==> config.mk <==
export PLATFORM = sky130hd
export DESIGN_NAME = mutative_plru
export DESIGN_NICKNAME = d
export VERILOG_FILES = /design/src/design/mutative_types.sv /design/src/design/mutative_plru.sv
export VERILOG_INCLUDE_DIRS = /design/src /design/src/design
export SDC_FILE = /design/constraint.sdc
export NUM_CORES = 1
export LEC_CHECK = 0
export BUFFER_PORTS_ARGS = -buffer_cell sky130_fd_sc_hd__buf_2
export CAP_MARGIN = 10
export CORE_MARGIN = 3
export CORE_UTILIZATION = 61
export CTS_BUF_LIST = sky130_fd_sc_hd__clkbuf_8
export DETAILED_ROUTE_END_ITERATION = 10
export PLACE_DENSITY = 0.84
export SLEW_MARGIN = 0
export SYNTH_ARGS = -nofsm -noshare
export SYNTH_HDL_FRONTEND = slang
export SYNTH_SLANG_ARGS = --single-unit
export TNS_END_PERCENT = 10
==> constraint.sdc <==
create_clock -name clk -period 19.1 [get_ports clk]
set_input_delay 3.82 -clock clk [delete_from_list [all_inputs] [get_ports clk]]
set_output_delay 3.82 -clock clk [all_outputs]
set_load 0.02 [all_outputs]
==> src/design/mutative_consts.svh <==
`ifndef MUTATIVE_CONSTS_SVH
`define MUTATIVE_CONSTS_SVH

// cache geometry
`define MUT_WAYS        8
`define MUT_SETS        16
`define MUT_WAY_W       3
`define MUT_SET_W       4
`define MUT_TAG_W       12

// datapath and memory channel
`define MUT_ADDR_W      16
`define MUT_DATA_W      32
`define MUT_CREDIT_W    2
`define MUT_MEM_CREDITS 2

`endif

==> src/design/mutative_types.sv <==
`default_nettype none
`include "mutative_consts.svh"

package mutative_types;

    typedef logic [`MUT_WAY_W-1:0]  way_idx_t;
    typedef logic [`MUT_WAYS-1:0]   way_mask_t;
    typedef logic [`MUT_SET_W-1:0]  set_idx_t;   // addr 3:0
    typedef logic [`MUT_TAG_W-1:0]  cache_tag_t; // addr 15:4
    typedef logic [`MUT_ADDR_W-1:0] cache_address_t;

    typedef enum logic [1:0] {
        mode_dm   = 2'b00,
        mode_2way = 2'b01,
        mode_4way = 2'b10,
        mode_8way = 2'b11
    } assoc_mode_t;

    typedef enum logic [2:0] {
        st_idle,
        st_lookup,
        st_miss_req,
        st_refill_wait,
        st_refill_write
    } ctrl_state_t;

    // ways of the set that the current mode lets this tag use
    function automatic way_mask_t group_mask(assoc_mode_t mode, cache_tag_t tag);
        case (mode)
            mode_dm:   group_mask = way_mask_t'(1) << tag[2:0];
            mode_2way: group_mask = way_mask_t'(2'b11) << {tag[2:1], 1'b0};
            mode_4way: group_mask = way_mask_t'(4'hf) << {tag[2], 2'b00};
            default:   group_mask = '1;
        endcase
    endfunction

endpackage

`default_nettype wire

==> src/design/mutative_plru.sv <==
`timescale 1ns/10ps
`default_nettype none
`include "mutative_consts.svh"

module mutative_plru (
    input  wire                                 clk,
    input  wire                                 rst,
    input  wire mutative_types::assoc_mode_t    setup,
    input  wire mutative_types::cache_address_t lookup_addr,
    input  wire                                 touch,
    input  wire mutative_types::way_idx_t       touch_way,
    output mutative_types::way_idx_t            evict_way
);
    import mutative_types::*;

    localparam int CNT_W = $clog2(`MUT_WAYS + 1);

    set_idx_t         set_idx;
    cache_tag_t       tag;
    way_mask_t        grp;
    way_mask_t        bits;
    way_mask_t        touch_mask;
    logic [CNT_W-1:0] clear_cnt;
    way_mask_t        mru_q [`MUT_SETS];

    assign set_idx    = lookup_addr[`MUT_SET_W-1:0];
    assign tag        = lookup_addr[`MUT_ADDR_W-1:`MUT_SET_W];
    assign grp        = group_mask(setup, tag);
    assign bits       = mru_q[set_idx];
    assign touch_mask = way_mask_t'(1) << touch_way;

    // clear bits left in the active group
    always_comb begin
        clear_cnt = '0;
        for (int w = 0; w < `MUT_WAYS; w++) begin
            if (grp[w] && !bits[w]) begin
                clear_cnt = clear_cnt + 1'b1;
            end
        end
    end

    always_comb begin
        evict_way = tag[`MUT_WAY_W-1:0]; // direct-mapped way
        if (setup != mode_dm) begin
            for (int w = `MUT_WAYS - 1; w >= 0; w--) begin // lowest clear wins
                if (grp[w] && !bits[w]) begin
                    evict_way = way_idx_t'(w);
                end
            end
        end
    end

    always_ff @(posedge clk) begin
        if (rst) begin
            for (int s = 0; s < `MUT_SETS; s++) begin
                mru_q[s] <= '0;
            end
        end else if (touch && (bits & touch_mask) == '0) begin
            if (clear_cnt == CNT_W'(1)) begin
                mru_q[set_idx] <= (bits & ~grp) | touch_mask; // group wraps
            end else begin
                mru_q[set_idx] <= bits | touch_mask;
            end
        end
    end

endmodule

`default_nettype wire

; ---- Word level (Yosys, flattened, before mapping)
; Memories as Yosys holds them, arrays and structs flattened.
; Index checks and enable logic that the tools add are counted.
[op_classes]
add_sub_neg = 7
eq_ne = 3
n_shift = 4
n_mux = 32
bitwise = 6
reduce_logical = 21
[op_table]
columns = operator, n
row1 = 4-bit two-way mux, 8
row2 = 4-bit by 1-bit adder with 4-bit output (second input constant), 7
row3 = 3-bit two-way mux, 9
row4 = 8-bit one-hot mux with 3 select lines, 1
row5 = 8-bit bitwise AND, 2
row6 = 8-bit two-way mux, 2
row7 = 8-bit bitwise OR, 2
row8 = 1-bit by 3-bit left shift with 8-bit output (first input constant), 2
row9 = 1-bit two-way mux, 12
row10 = 1-bit logical AND, 9
row11 = 1-bit zero test, 8
row12 = 8-bit zero test, 1
row13 = 8-bit NOT, 1
row14 = 8-bit OR reduction, 1
row15 = 2-bit by 3-bit left shift with 8-bit output (first input constant), 1
row16 = 4-bit by 3-bit left shift with 8-bit output (first input constant), 1
row17 = 4-bit by 1-bit == test with 1-bit output (second input constant), 1
row18 = 2-bit by 1-bit == test with 1-bit output (second input constant), 1
row19 = 2-bit == test (second input constant), 1
row20 = 2-bit zero test, 1
row21 = 2-bit nonzero test, 1
row22 = 1-bit bitwise OR, 1
[word_totals]
ff_bits = 0
ramBits = 128
in_bits = 24
word_cells = 74
mem_count = 1
[mem_list]
columns = name, depth, width, rd, rd_ports_with_merged_regs, write_ports, line
row1 = mru_q, 16, 8, 1, 0, 16, mutative_plru.sv:24  ; way_mask_t mru_q [`MUT_SETS];

; ---- Logic depth before layout (Yosys ltp)
[logic_depth]
depth_word = 26
depth_mapped = 28
depth_no_buf = 25

; ---- Worst setup path after synthesis
; OpenSTA, ideal clock, no wires.
[synth_path]
path_kind = in2reg
startpoint = in lookup_addr[2]
endpoint = mem mru_q[12][2] (netlist name) (data pin)
setup_time_ns = 0.268
arrival_time_ns = 10.219
t_required_ns = 18.832
setup_slack_ns = 8.613
path_stages = 27
path_cell_list = buf_6 mux4_2 mux4_2 or3_1 buf_6 ha_1 or4_2 o41ai_4 ha_1 inv_1 nand4_1 o21a_1 ha_1 mux2_2 ha_1 nor2_1 o21ai_0 ha_1 mux2_2 ha_1 nand2_1 xnor2_1 a211oi_1 mux2i_4 a221oi_4 buf_6 nor2_2
[synth_lines]
columns = element, line
row1 = start: declaration, mutative_plru.sv:9  ; input wire mutative_types::cache_address_t lookup_addr,
row2 = end: declaration, mutative_plru.sv:24

==> impl_metrics.tcl <==
set metrics [dict create \
    cts_resized 0 \
    drtPass1Iterations 6 \
    fin_crit_sh_pct 61.6 \
    p_leak_nw 2.67 \
    yosysWarnings 0 \
    worstSetupPathType "in2reg" \
    layout.nets 608 \
    crit_path_end_kind "flop" \
    synth_area_um2 7430 \
    met3WireLength_um 1550 \
    rsz0062_at_grt "false" \
    die_w_um 116 \
    final_common_cell "edfxtp_1" \
    synth_nets 605 \
    finalSetupViolations 0 \
    whs_ns 1.43 \
    min_from "mru_q[1][6]" \
    critPathMaxFanout 30 \
    relSlewSlack_pct 20.6 \
    first_global_vias 5067 \
    reg2regPathDepth 24 \
    tightest_slew_ns 1.19 \
    largestRegisters "mru_q: 128 flops" \
    r2r_slack_ns 10.94 \
    top_register "mru_q" \
    dp_cells 702 \
    synth_flop_cell "edfxtp_1" \
    whs_endpoint "mru_q[12][6]" \
    slew_violations 0 \
    drcViolationCount 0 \
    synth_edf_count 128 \
    largest_register_ff_count 128 \
    grt_overflow 0 \
    dieArea_um2 13500 \
    clockBufferDepth 2 \
    syn_area_per_cell_um2 12.9 \
    worstPathArrival_ns 11.91 \
    grt_usage_pct 28.6 \
    antenna_found_initial 0 \
    die_h_um 116 \
    ios 27 \
    async_reset_ff_share_pct 0 \
    dp.final_hpwl_um 12100 \
    post_cts_buffers 0 \
    fin_tns_setup_ns 0 \
    slowest_delay_ns 1.09 \
    path_delay_family "compound AO/OA/AOI/OAI gates" \
    hold_class "reg2reg" \
    hold_depth 6 \
    final-hold-violation-count 0 \
    drt-initial-drc-count 584 \
    final.min_clock_period_ns 11.76 \
    start_util_pct 63.7 \
    numCtsBuffers 17 \
    vias 5051 \
    cts_root_buf "clkbuf_8" \
    crit_path_top_delay_cell "a221oi_4" \
    port-buffer-count 17 \
    skew_ns 0.00840 \
    powerDensity_nw_per_um2 88.8 \
    status "finished, final reports clean" \
    diodes 0 \
    gp_congestion 0.909 \
    wire_per_inst_um 24.4 \
    dr.max_layer_used "met4" \
    yosysSeqAreaShare_pct 51.8 \
    ys_ff_latch 128 \
    wl_um 17900 \
    syn_to_final_growth_pct 5.31 \
    layout-drive-gt1-share_pct 31.5 \
    start_kind "primary input" \
    viasPerCell 6.89 \
    reg2reg_from "mru_q[5][1]" \
    mostFrequentLayoutCells "edfxtp_1 (128), nor2_2 (60), nor2_1 (50)" \
    clock_sinks 128 \
    timing.critical_path.mode_cell "ha_1" \
    grt_pass1_wl_um 28100 \
    path_buf_inv 3 \
    coreArea_um2 11700 \
    dr_wl_met2_um 9020 \
    syn_inst 575 \
    yosysUniqueCellTypes 71 \
    std_cell_rows 39 \
    holdBufCountCts 0 \
    r2r-end "mru_q[14][2]" \
    cap_violations 0 \
    fmax_ghz 0.0850 \
    clk_latency_ns 0.44 \
    ant_nets 0 \
    required_ns 19.25 \
    grt_max_degree 35 \
    clk_pin_slew_ns 0.07 \
    tritoncts "built" \
    power.ir.vdd_worst_mv 0.0813 \
    fin_cells 733 \
    cts_max_level 4 \
    met1_length_um 6670 \
]
-- per-stage QoR --
stage               utilization [%]  setup WS (ns)  power, W  cell area [um2]
global placement               63.8           7.13  0.000464             7440
global route                   67.1           6.96  0.000719             7820
detailed placement             63.8           6.95  0.000469             7440
floorplan                         -           8.61  0.000440             7430
finish                         67.1           7.34  0.000694             7820
CTS                            67.1           7.41  0.000691             7820
-- synthesized netlist by cell type (all sizes together) (3+ instances only) --
cell type / number / area share, %
buf: 16 / 2.1
clkbuf: 18 / 1.4
a211oi: 3 / 0.54
o21ai: 12 / 0.81
a21oi: 53 / 4.9
mux4: 30 / 9.5
o2111ai: 3 / 0.35
nand2b: 17 / 1.4
o21a: 4 / 0.40
a221oi: 4 / 1.4
edfxtp: 128 / 52
inv: 7 / 0.35
nand4: 3 / 0.25
and2: 6 / 0.52
or3: 6 / 0.51
or2: 6 / 0.51
mux2i: 20 / 2.9
nand2: 36 / 1.8
ha: 6 / 1.0
nor2: 110 / 7.6
and3: 3 / 0.27
a31oi: 3 / 0.25
nor2b: 7 / 0.59
nand3: 13 / 0.94
o31ai: 7 / 0.71
mux2: 9 / 1.4
a22oi: 8 / 0.81
nor3: 7 / 0.84
-- layout make-up --
class                      instances  area [um2]
clock buffer                      17         234
clock inverter                    14         150
fill                             817        3840
inverter                           7        26.3
multi-input combinational        405        3290
sequential                       128        3840
tap                              143         179
timing repair buffer              19         100
-- routing by layer --
layer  vias to the layer above  global-route usage (%)
li1                       2196                       -
met1                      2481                    36.4
met2                       319                    47.0
met3                        55                    6.58
met4                         0                    12.9
met5                         -                       0
-- power by group --
part / switching, W / total [W] / internal, W
registers: 0.00000309 / 0.000322 / 0.000319
clock network: 0.000103 / 0.000229 / 0.000125
logic: 0.0000960 / 0.000143 / 0.0000472
total: 0.000202 / 0.000694 / 0.000492
-- cell families after synthesis --
logic type               Yosys count  synth area share (%)
XOR/XNOR                           5                 0.809
AO/OA/AOI/OAI                    109                  12.0
AND/OR/NAND/NOR                  226                  16.7
multiplexers                      59                  13.7
adder cells (fa/ha/maj)            6                  1.01
flip-flops                       128                  51.8
buffers and inverters             42                  3.98
-- worst max-delay path by stage --
stage                         startpoint            to  slack, ns  cells past startpoint
after floorplan           lookup_addr[2]  mru_q[12][2]       8.61                     27
after global placement    lookup_addr[2]  mru_q[15][2]       7.13                     26
after detailed placement  lookup_addr[2]  mru_q[13][2]       6.95                     26
after CTS                 lookup_addr[2]  mru_q[13][2]       7.41                     26
after global routing      lookup_addr[2]  mru_q[14][2]       6.96                     26
final                     lookup_addr[2]  mru_q[14][2]       7.34                     26
-- worst min-delay path: cells and delay by family, from the launching register on --
family / cells / cell delay [ns]
AO/OA/AOI/OAI: 3 / 0.37
flip-flops: 1 / 0.32
multiplexers: 2 / 0.53
AND/OR/NAND/NOR: 1 / 0.10
Power figures use the tool's default switching activity.
