<file path="src/design/mutative_consts.svh">
`ifndef MUTATIVE_CONSTS_SVH
`define MUTATIVE_CONSTS_SVH

// cache geometry
`define MUT_WAYS        8
`define MUT_SETS        16
`define MUT_WAY_W       3
`define MUT_SET_W       4
`define MUT_TAG_W       12

// datapath and memory channel
`define MUT_ADDR_W      16
`define MUT_DATA_W      32
`define MUT_CREDIT_W    2
`define MUT_MEM_CREDITS 2

`endif

</file>
<file path="src/design/mutative_mem_types.sv">
`default_nettype none
`include "mutative_consts.svh"

package mutative_mem_types;

    typedef logic [`MUT_ADDR_W-1:0]   mem_addr_t; // word address
    typedef logic [`MUT_DATA_W-1:0]   mem_data_t;
    typedef logic [`MUT_CREDIT_W-1:0] credit_cnt_t;

endpackage

`default_nettype wire

</file>
<file path="src/design/mutative_types.sv">
`default_nettype none
`include "mutative_consts.svh"

package mutative_types;

    typedef logic [`MUT_WAY_W-1:0]  way_idx_t;
    typedef logic [`MUT_WAYS-1:0]   way_mask_t;
    typedef logic [`MUT_SET_W-1:0]  set_idx_t;   // addr 3:0
    typedef logic [`MUT_TAG_W-1:0]  cache_tag_t; // addr 15:4
    typedef logic [`MUT_ADDR_W-1:0] cache_address_t;

    typedef enum logic [1:0] {
        mode_dm   = 2'b00,
        mode_2way = 2'b01,
        mode_4way = 2'b10,
        mode_8way = 2'b11
    } assoc_mode_t;

    typedef enum logic [2:0] {
        st_idle,
        st_lookup,
        st_miss_req,
        st_refill_wait,
        st_refill_write
    } ctrl_state_t;

    // ways of the set that the current mode lets this tag use
    function automatic way_mask_t group_mask(assoc_mode_t mode, cache_tag_t tag);
        case (mode)
            mode_dm:   group_mask = way_mask_t'(1) << tag[2:0];
            mode_2way: group_mask = way_mask_t'(2'b11) << {tag[2:1], 1'b0};
            mode_4way: group_mask = way_mask_t'(4'hf) << {tag[2], 2'b00};
            default:   group_mask = '1;
        endcase
    endfunction

endpackage

`default_nettype wire

</file>
<file path="src/design/mutative_cache_ctrl.sv">
`timescale 1ns/10ps
`default_nettype none
`include "mutative_consts.svh"

module mutative_cache_ctrl (
    input  wire                                 clk,
    input  wire                                 rst,
    input  wire                                 req_valid,
    input  wire mutative_types::cache_address_t req_addr,
    input  wire                                 hit,
    input  wire mutative_types::way_idx_t       hit_way,
    input  wire mutative_mem_types::mem_data_t  hit_data,
    input  wire mutative_types::way_idx_t       evict_way,
    input  wire                                 mem_credit,
    input  wire                                 mem_rsp_valid,
    input  wire mutative_mem_types::mem_data_t  mem_rsp_data,
    output logic                                req_ready,
    output mutative_types::cache_address_t      lookup_addr,
    output logic                                touch,
    output mutative_types::way_idx_t            touch_way,
    output logic                                fill_we,
    output mutative_types::way_idx_t            fill_way,
    output mutative_mem_types::mem_data_t       fill_data,
    output logic                                mem_req_valid,
    output mutative_mem_types::mem_addr_t       mem_req_addr,
    output logic                                rsp_valid,
    output mutative_mem_types::mem_data_t       rsp_data,
    output logic                                rsp_hit
);
    import mutative_types::*;
    import mutative_mem_types::*;

    ctrl_state_t    state_q;
    ctrl_state_t    state_d;
    cache_address_t addr_q;
    way_idx_t       victim_q;
    mem_data_t      fill_data_q;
    credit_cnt_t    credits_q;
    logic           issue;

    assign issue         = (state_q == st_miss_req) && (credits_q != '0);
    assign mem_req_valid = issue; // one-cycle request
    assign mem_req_addr  = mem_addr_t'(addr_q);
    assign lookup_addr   = addr_q;
    assign fill_we       = (state_q == st_refill_write);
    assign fill_way      = victim_q;
    assign fill_data     = fill_data_q;
    assign touch         = ((state_q == st_lookup) && hit) || fill_we;
    assign touch_way     = fill_we ? victim_q : hit_way;

    always_comb begin
        state_d = state_q;
        case (state_q)
            st_idle:         if (req_valid && req_ready) state_d = st_lookup;
            st_lookup:       state_d = hit ? st_idle : st_miss_req;
            st_miss_req:     if (issue) state_d = st_refill_wait;
            st_refill_wait:  if (mem_rsp_valid) state_d = st_refill_write;
            st_refill_write: state_d = st_idle;
            default:         state_d = st_idle;
        endcase
    end

    always_ff @(posedge clk) begin
        if (rst) begin
            state_q   <= st_idle;
            req_ready <= 1'b0;
            rsp_valid <= 1'b0;
            credits_q <= credit_cnt_t'(`MUT_MEM_CREDITS);
        end else begin
            state_q   <= state_d;
            req_ready <= (state_d == st_idle);
            rsp_valid <= ((state_q == st_lookup) && hit) || fill_we;
            credits_q <= credits_q + credit_cnt_t'(mem_credit) - credit_cnt_t'(issue);
        end
    end

    always_ff @(posedge clk) begin
        if (req_valid && req_ready) begin
            addr_q <= req_addr;
        end
        if (state_q == st_lookup && !hit) begin
            victim_q <= evict_way; // held until refill
        end
        if (state_q == st_refill_wait && mem_rsp_valid) begin
            fill_data_q <= mem_rsp_data;
        end
        if (state_q == st_lookup) begin
            rsp_data <= hit_data;
            rsp_hit  <= hit;
        end else if (fill_we) begin
            rsp_data <= fill_data_q;
            rsp_hit  <= 1'b0;
        end
    end

endmodule

`default_nettype wire

</file>
<file path="config.mk">
export PLATFORM = sky130hd
export DESIGN_NAME = mutative_cache_ctrl
export DESIGN_NICKNAME = d
export VERILOG_FILES = /design/src/design/mutative_mem_types.sv /design/src/design/mutative_types.sv /design/src/design/mutative_cache_ctrl.sv
export VERILOG_INCLUDE_DIRS = /design/src /design/src/design
export SDC_FILE = /design/constraint.sdc
export NUM_CORES = 1
export LEC_CHECK = 0
export BUFFER_PORTS_ARGS = -buffer_cell sky130_fd_sc_hd__buf_2
export CAP_MARGIN = 20
export CELL_PAD_IN_SITES_DETAIL_PLACEMENT = 1
export CELL_PAD_IN_SITES_GLOBAL_PLACEMENT = 2
export CORE_ASPECT_RATIO = 0.5
export CORE_MARGIN = 5
export CORE_UTILIZATION = 29
export DETAILED_ROUTE_END_ITERATION = 8
export PLACE_DENSITY_LB_ADDON = 0.1
export SYNTH_ARGS = -nofsm -noshare
export SYNTH_HDL_FRONTEND = slang
export SYNTH_SLANG_ARGS = --single-unit
</file>
<file path="constraint.sdc">
create_clock -name clk -period 2.89 [get_ports clk]
set_input_delay 0.578 -clock clk [delete_from_list [all_inputs] [get_ports clk]]
set_output_delay 0.578 -clock clk [all_outputs]
set_load 0.1 [all_outputs]
</file>
# Word level (Yosys, flattened, before mapping)
# Cells that the tools add are included.
# op_classes
n_mux,10
reduce_logical,11
eq_ne,4
n_addsub,2
# op_table
operator,n
$mux 32,2
$mux 3,4
$pmux 3 s4,1
$eq 3x2->1 const B,2
$logic_not 3->1,2
$logic_and 1x1->1,5
$reduce_bool 2->1,2
$eq 3x1->1 const B,1
$eq 3x3->1 const B,1
$add 2x1->2,1
$mux 1,2
$mux 2,1
$sub 2x1->2,1
$logic_not 1->1,1
$logic_or 1x1->1,1
# totals
out_inout_bits,108
inputBits,92
word_cells,36
ff_bits,91

# Depth between registers and ports, before layout
# depth
ltp_word,5
depth_mapped,6
mapped_depth_nobuf,6

# Worst setup path after synthesis
# OpenSTA, ideal clock, no wires.
# synth_timing
kind,register to register
startpoint,register state_q[1]
endpoint,register rsp_data[0] (enable)
period_less_slack_ps,2823
setup_ps,392
slack_ps,67
n_path_buf,1
required_time_ps,2498
stages_incl_launch_ff,5
arrival_ps,2431
cell_sequence,dfxtp_1 -> nor2_1 -> and2_1 -> clkbuf_1 -> or2_1
# synth_via
elab_chain_len,2
elab_cells_between_ends,3
classes_between,2 x eq/ne; 1 x reduce/logical
# synth_rtl
item,line_no,rtl
start: declaration,mutative_cache_ctrl.sv:33,ctrl_state_t state_q;
start signal: assignment,mutative_cache_ctrl.sv:65,state_q <= st_idle;
start signal: assignment,mutative_cache_ctrl.sv:70,state_q <= state_d;
$eq 3x3->1,mutative_cache_ctrl.sv:45,assign fill_we = (state_q == st_refill_write);
via fill_we,mutative_cache_ctrl.sv:21,"output logic fill_we,"
$reduce_bool 2->1 (no line),n/a,
end signal: assignment,mutative_cache_ctrl.sv:88,rsp_data <= hit_data;
end signal: assignment,mutative_cache_ctrl.sv:91,rsp_data <= fill_data_q;
end: declaration,mutative_cache_ctrl.sv:27,"output mutative_mem_types::mem_data_t rsp_data,"
# The timed path passes the listed nets, and every way through them passes these cells.
# A chain may end at the register's enable or synchronous reset.

# Worst setup path in the final report
# layout_timing
startpoint,register state_q[1]
endpoint,output port mem_req_valid
# layout_via
elab_chain_len,2
# layout_rtl
item,line_no,rtl
$eq 3x2->1,mutative_cache_ctrl.sv:41,assign issue = (state_q == st_miss_req) && (credits_q != '0);
$logic_and 1x1->1,mutative_cache_ctrl.sv:41,
end: declaration,mutative_cache_ctrl.sv:24,"output logic mem_req_valid,"
# Every way passes these cells.

==> results.sh <==
export IMPL_grt_use_total_pct=12.1
export IMPL_start_util_pct=30.0
export IMPL_first_pass_iters=4
export IMPL_irDropWorstVdd_mv=0.245
export IMPL_antenna_found_initial=0
export IMPL_r2r_setup_slack_ns=0.75
export IMPL_power_leakage_nw=2.10
export IMPL_fin_tns_setup_ns=0
export IMPL_synth_top_area_share_pct=70.2
export IMPL_switchingPower_mw=0.957
export IMPL_grt_pass1_vias=2458
export IMPL_drt_iter0_markers=67
export IMPL_drtAntennaViolNets=0
export IMPL_finalHoldViolCount=0
export IMPL_ctsResizeCount=0
export IMPL_power_density_nw_per_um2=661
export IMPL_ys_seq_area_share_pct=74.1
export IMPL_die_w_um=167
export IMPL_clockBufferDepth=2
export IMPL_ys_flop_type="edfxtp_1"
export IMPL_synth_edf_count=84
export IMPL_finalWorstSetupSlack_ns=0.441
export IMPL_min_period_ns=2.45
export IMPL_cts_root_buf="clkbuf_16"
export IMPL_yosysWarningCount=0
export IMPL_synth_nets=278
export IMPL_power_share_sequential_pct=46.4
export IMPL_dp_hpwl_um=7420
export IMPL_syn_cell_area_sq_um=3590
export IMPL_postSynthAreaPerCell_sq_um=19.4
export IMPL_drt_total_wl_um=9200
export IMPL_numCtsBuffers=9
export IMPL_clk_latency_ns=0.33
export IMPL_route_detailed_drc=0
export IMPL_required_ns=2.31
export IMPL_num_rows=28
export IMPL_vias_per_cell=4.18
export IMPL_rsz0062_at_grt="false"
export IMPL_cp_end_kind="primary output"
export IMPL_htreeDepth=3
export IMPL_synthToLayoutAreaGrowth_pct=36.7
export IMPL_layout_worst_path_cycle_share_pct=84.8
export IMPL_crit_fanout=8
export IMPL_skew_ns=0.00681
export IMPL_core_sq_um=12000
export IMPL_fp_dieArea_sq_um=14800
export IMPL_nFillCells=1297
export IMPL_arrival_ns=1.87
export IMPL_wl_per_cell_um=16.9
export IMPL_ys_types=32
export IMPL_finalCoreUtilization_pct=41.0
export IMPL_tightest_slew_ns=0.880
export IMPL_relSlewSlack_pct=41.3
export IMPL_power_mw=3.25
export IMPL_port_buffers=199
export IMPL_cts_tree="yes"
export IMPL_min_path_type="primary input to register"
export IMPL_drv_cap=0
export IMPL_postSynthCellCount=185
export IMPL_cp_start_kind="register"
export IMPL_setup_viol=0
export IMPL_grt_first_pass_wirelength_um=13500
export IMPL_p_clk_share_pct=35.4
export IMPL_vias=2280
export IMPL_power_internal_mw=2.29
export IMPL_nets=469
export IMPL_clock_sinks=91
export IMPL_ys_ff_latch=91
export IMPL_antenna_cells=0
export IMPL_grt_max_degree=34
export IMPL_yosysTopAreaCell="edfxtp_1"
export IMPL_cts_hold_fix_buffers=0
export IMPL_cts_setup_buffers=0
export IMPL_run_status="complete, no violations"
export IMPL_p_sw_share_pct=29.5
export IMPL_drive_gt1_share_pct=67.2
export IMPL_io_pins=200
export IMPL_combPwrFrac_pct=18.1
export IMPL_fmax_mhz=408
export IMPL_place_congestion=0.746
export IMPL_place_worst_setup_slack_ns=0.697
export IMPL_finalMaxSlewViolations=0
export IMPL_grt_remaining_overflow=0
export IMPL_synth_area_leaders="edfxtp_1 (70%), mux2_4 (12%), dfxtp_1 (3.9%), buf_4 (3.3%), mux2_2 (2.2%)"
export IMPL_clkTransAtPathRegs_ns=0.07
export IMPL_synthArstFlopShare_pct=0
export IMPL_die_h_um=88.7
export IMPL_setup_worst_path_class="register to primary output"
## metal layers
metal	track usage, %	vias to the layer above	share of wire, %
met4	3.98	0	0.96
met5	0	-	0
met3	4.69	6	8.0
met1	12.9	1104	37
li1	-	1065	-
met2	22.7	105	54
## cell families (layout without fill, tap and decap cells)
kind of cell | count (synthesis) | count (layout) | synth area share [%]
buffers and inverters | 23 | 219 | 5.61
adder cells (fa/ha/maj) | 1 | 1 | 0.348
AO/OA/AOI/OAI | 7 | 7 | 1.29
AND/OR/NAND/NOR | 27 | 27 | 4.46
multiplexers | 36 | 36 | 14.2
flip-flops | 91 | 91 | 74.1
## critical path, cell delays in order (launching register included)
cell	delay, ns
dfxtp_1	0.47
or3b_1	0.44
nor2_1	0.18
buf_2	0.45
## through the flow
| stage | cell area (sq um) | hold slack (ns) | std cells |
|---|---|---|---|
| after floorplan | 3590 | 0.509 | 185 |
| final | 4910 | 0.418 | 546 |
| after CTS | 4910 | 0.400 | 546 |
| after global routing | 4910 | 0.397 | 546 |
| after detailed placement | 4620 | 0.545 | 530 |
| after global placement | 4620 | 0.535 | 530 |
## registers in the layout (all words and copies together), names as in the netlist
name / cells
credits_q: 2
fill_data: 32
rsp_data: 32
state_q: 3
rsp_hit: 1
rsp_valid: 1
req_ready: 1
lookup_addr: 16
fill_way: 3
## final cells by class
type | instances | area, sq um | share of cell area, %
well taps | 165 | 206 | 4.20
multi-input cells | 71 | 729 | 14.9
inverters | 2 | 7.51 | 0.153
repair buffers | 201 | 1010 | 20.6
clock buffers | 9 | 225 | 4.59
clock inverters | 7 | 68.8 | 1.40
flip-flops and latches | 91 | 2660 | 54.2
## synthesized netlist by cell type (2+ instances only)
library cell  number
and3_1             3
mux2_2             7
mux2_4            28
buf_4             16
nor2b_1            4
nand2b_1           2
nand2_1            3
buf_8              2
buf_12             2
nor2_1             6
edfxtp_1          84
dfxtp_1            7
and2_1             2
## cells in the final DEF, fill, tap and decap left out, types with 2 or more instances in the layout
cell type  Yosys  layout
dfxtp_1        7       7
mux2_2         7       7
buf_2          0     199
and3_1         3       2
nand2_1        3       3
and2_1         2       2
edfxtp_1      84      84
mux2_4        28      28
nor2b_1        4       4
nor2_1         6       6
clkinv_4       0       2
buf_4         16       2
nand2b_1       2       2
clkbuf_16      0       9
clkinv_2       0       2
## final timing paths
check | cells past startpoint | start | endpoint
worst max-delay path | 3 | state_q[1] | mem_req_valid
worst min-delay path | 1 | mem_rsp_data[11] | fill_data[11]
worst max register to register | 4 | state_q[0] | rsp_data[1]
worst min register to register | 2 | credits_q[1] | credits_q[1]
## power groups by stage
stage / clock network (mW) / registers, mW / logic, mW
floorplan: 0 / 1.79 / 0.231
global placement: 0 / 1.53 / 0.590
detailed placement: 0 / 1.54 / 0.595
CTS: 1.19 / 1.51 / 0.596
global route: 1.25 / 1.51 / 0.612
finish: 1.15 / 1.51 / 0.589
Power figures use the tool's default switching activity.
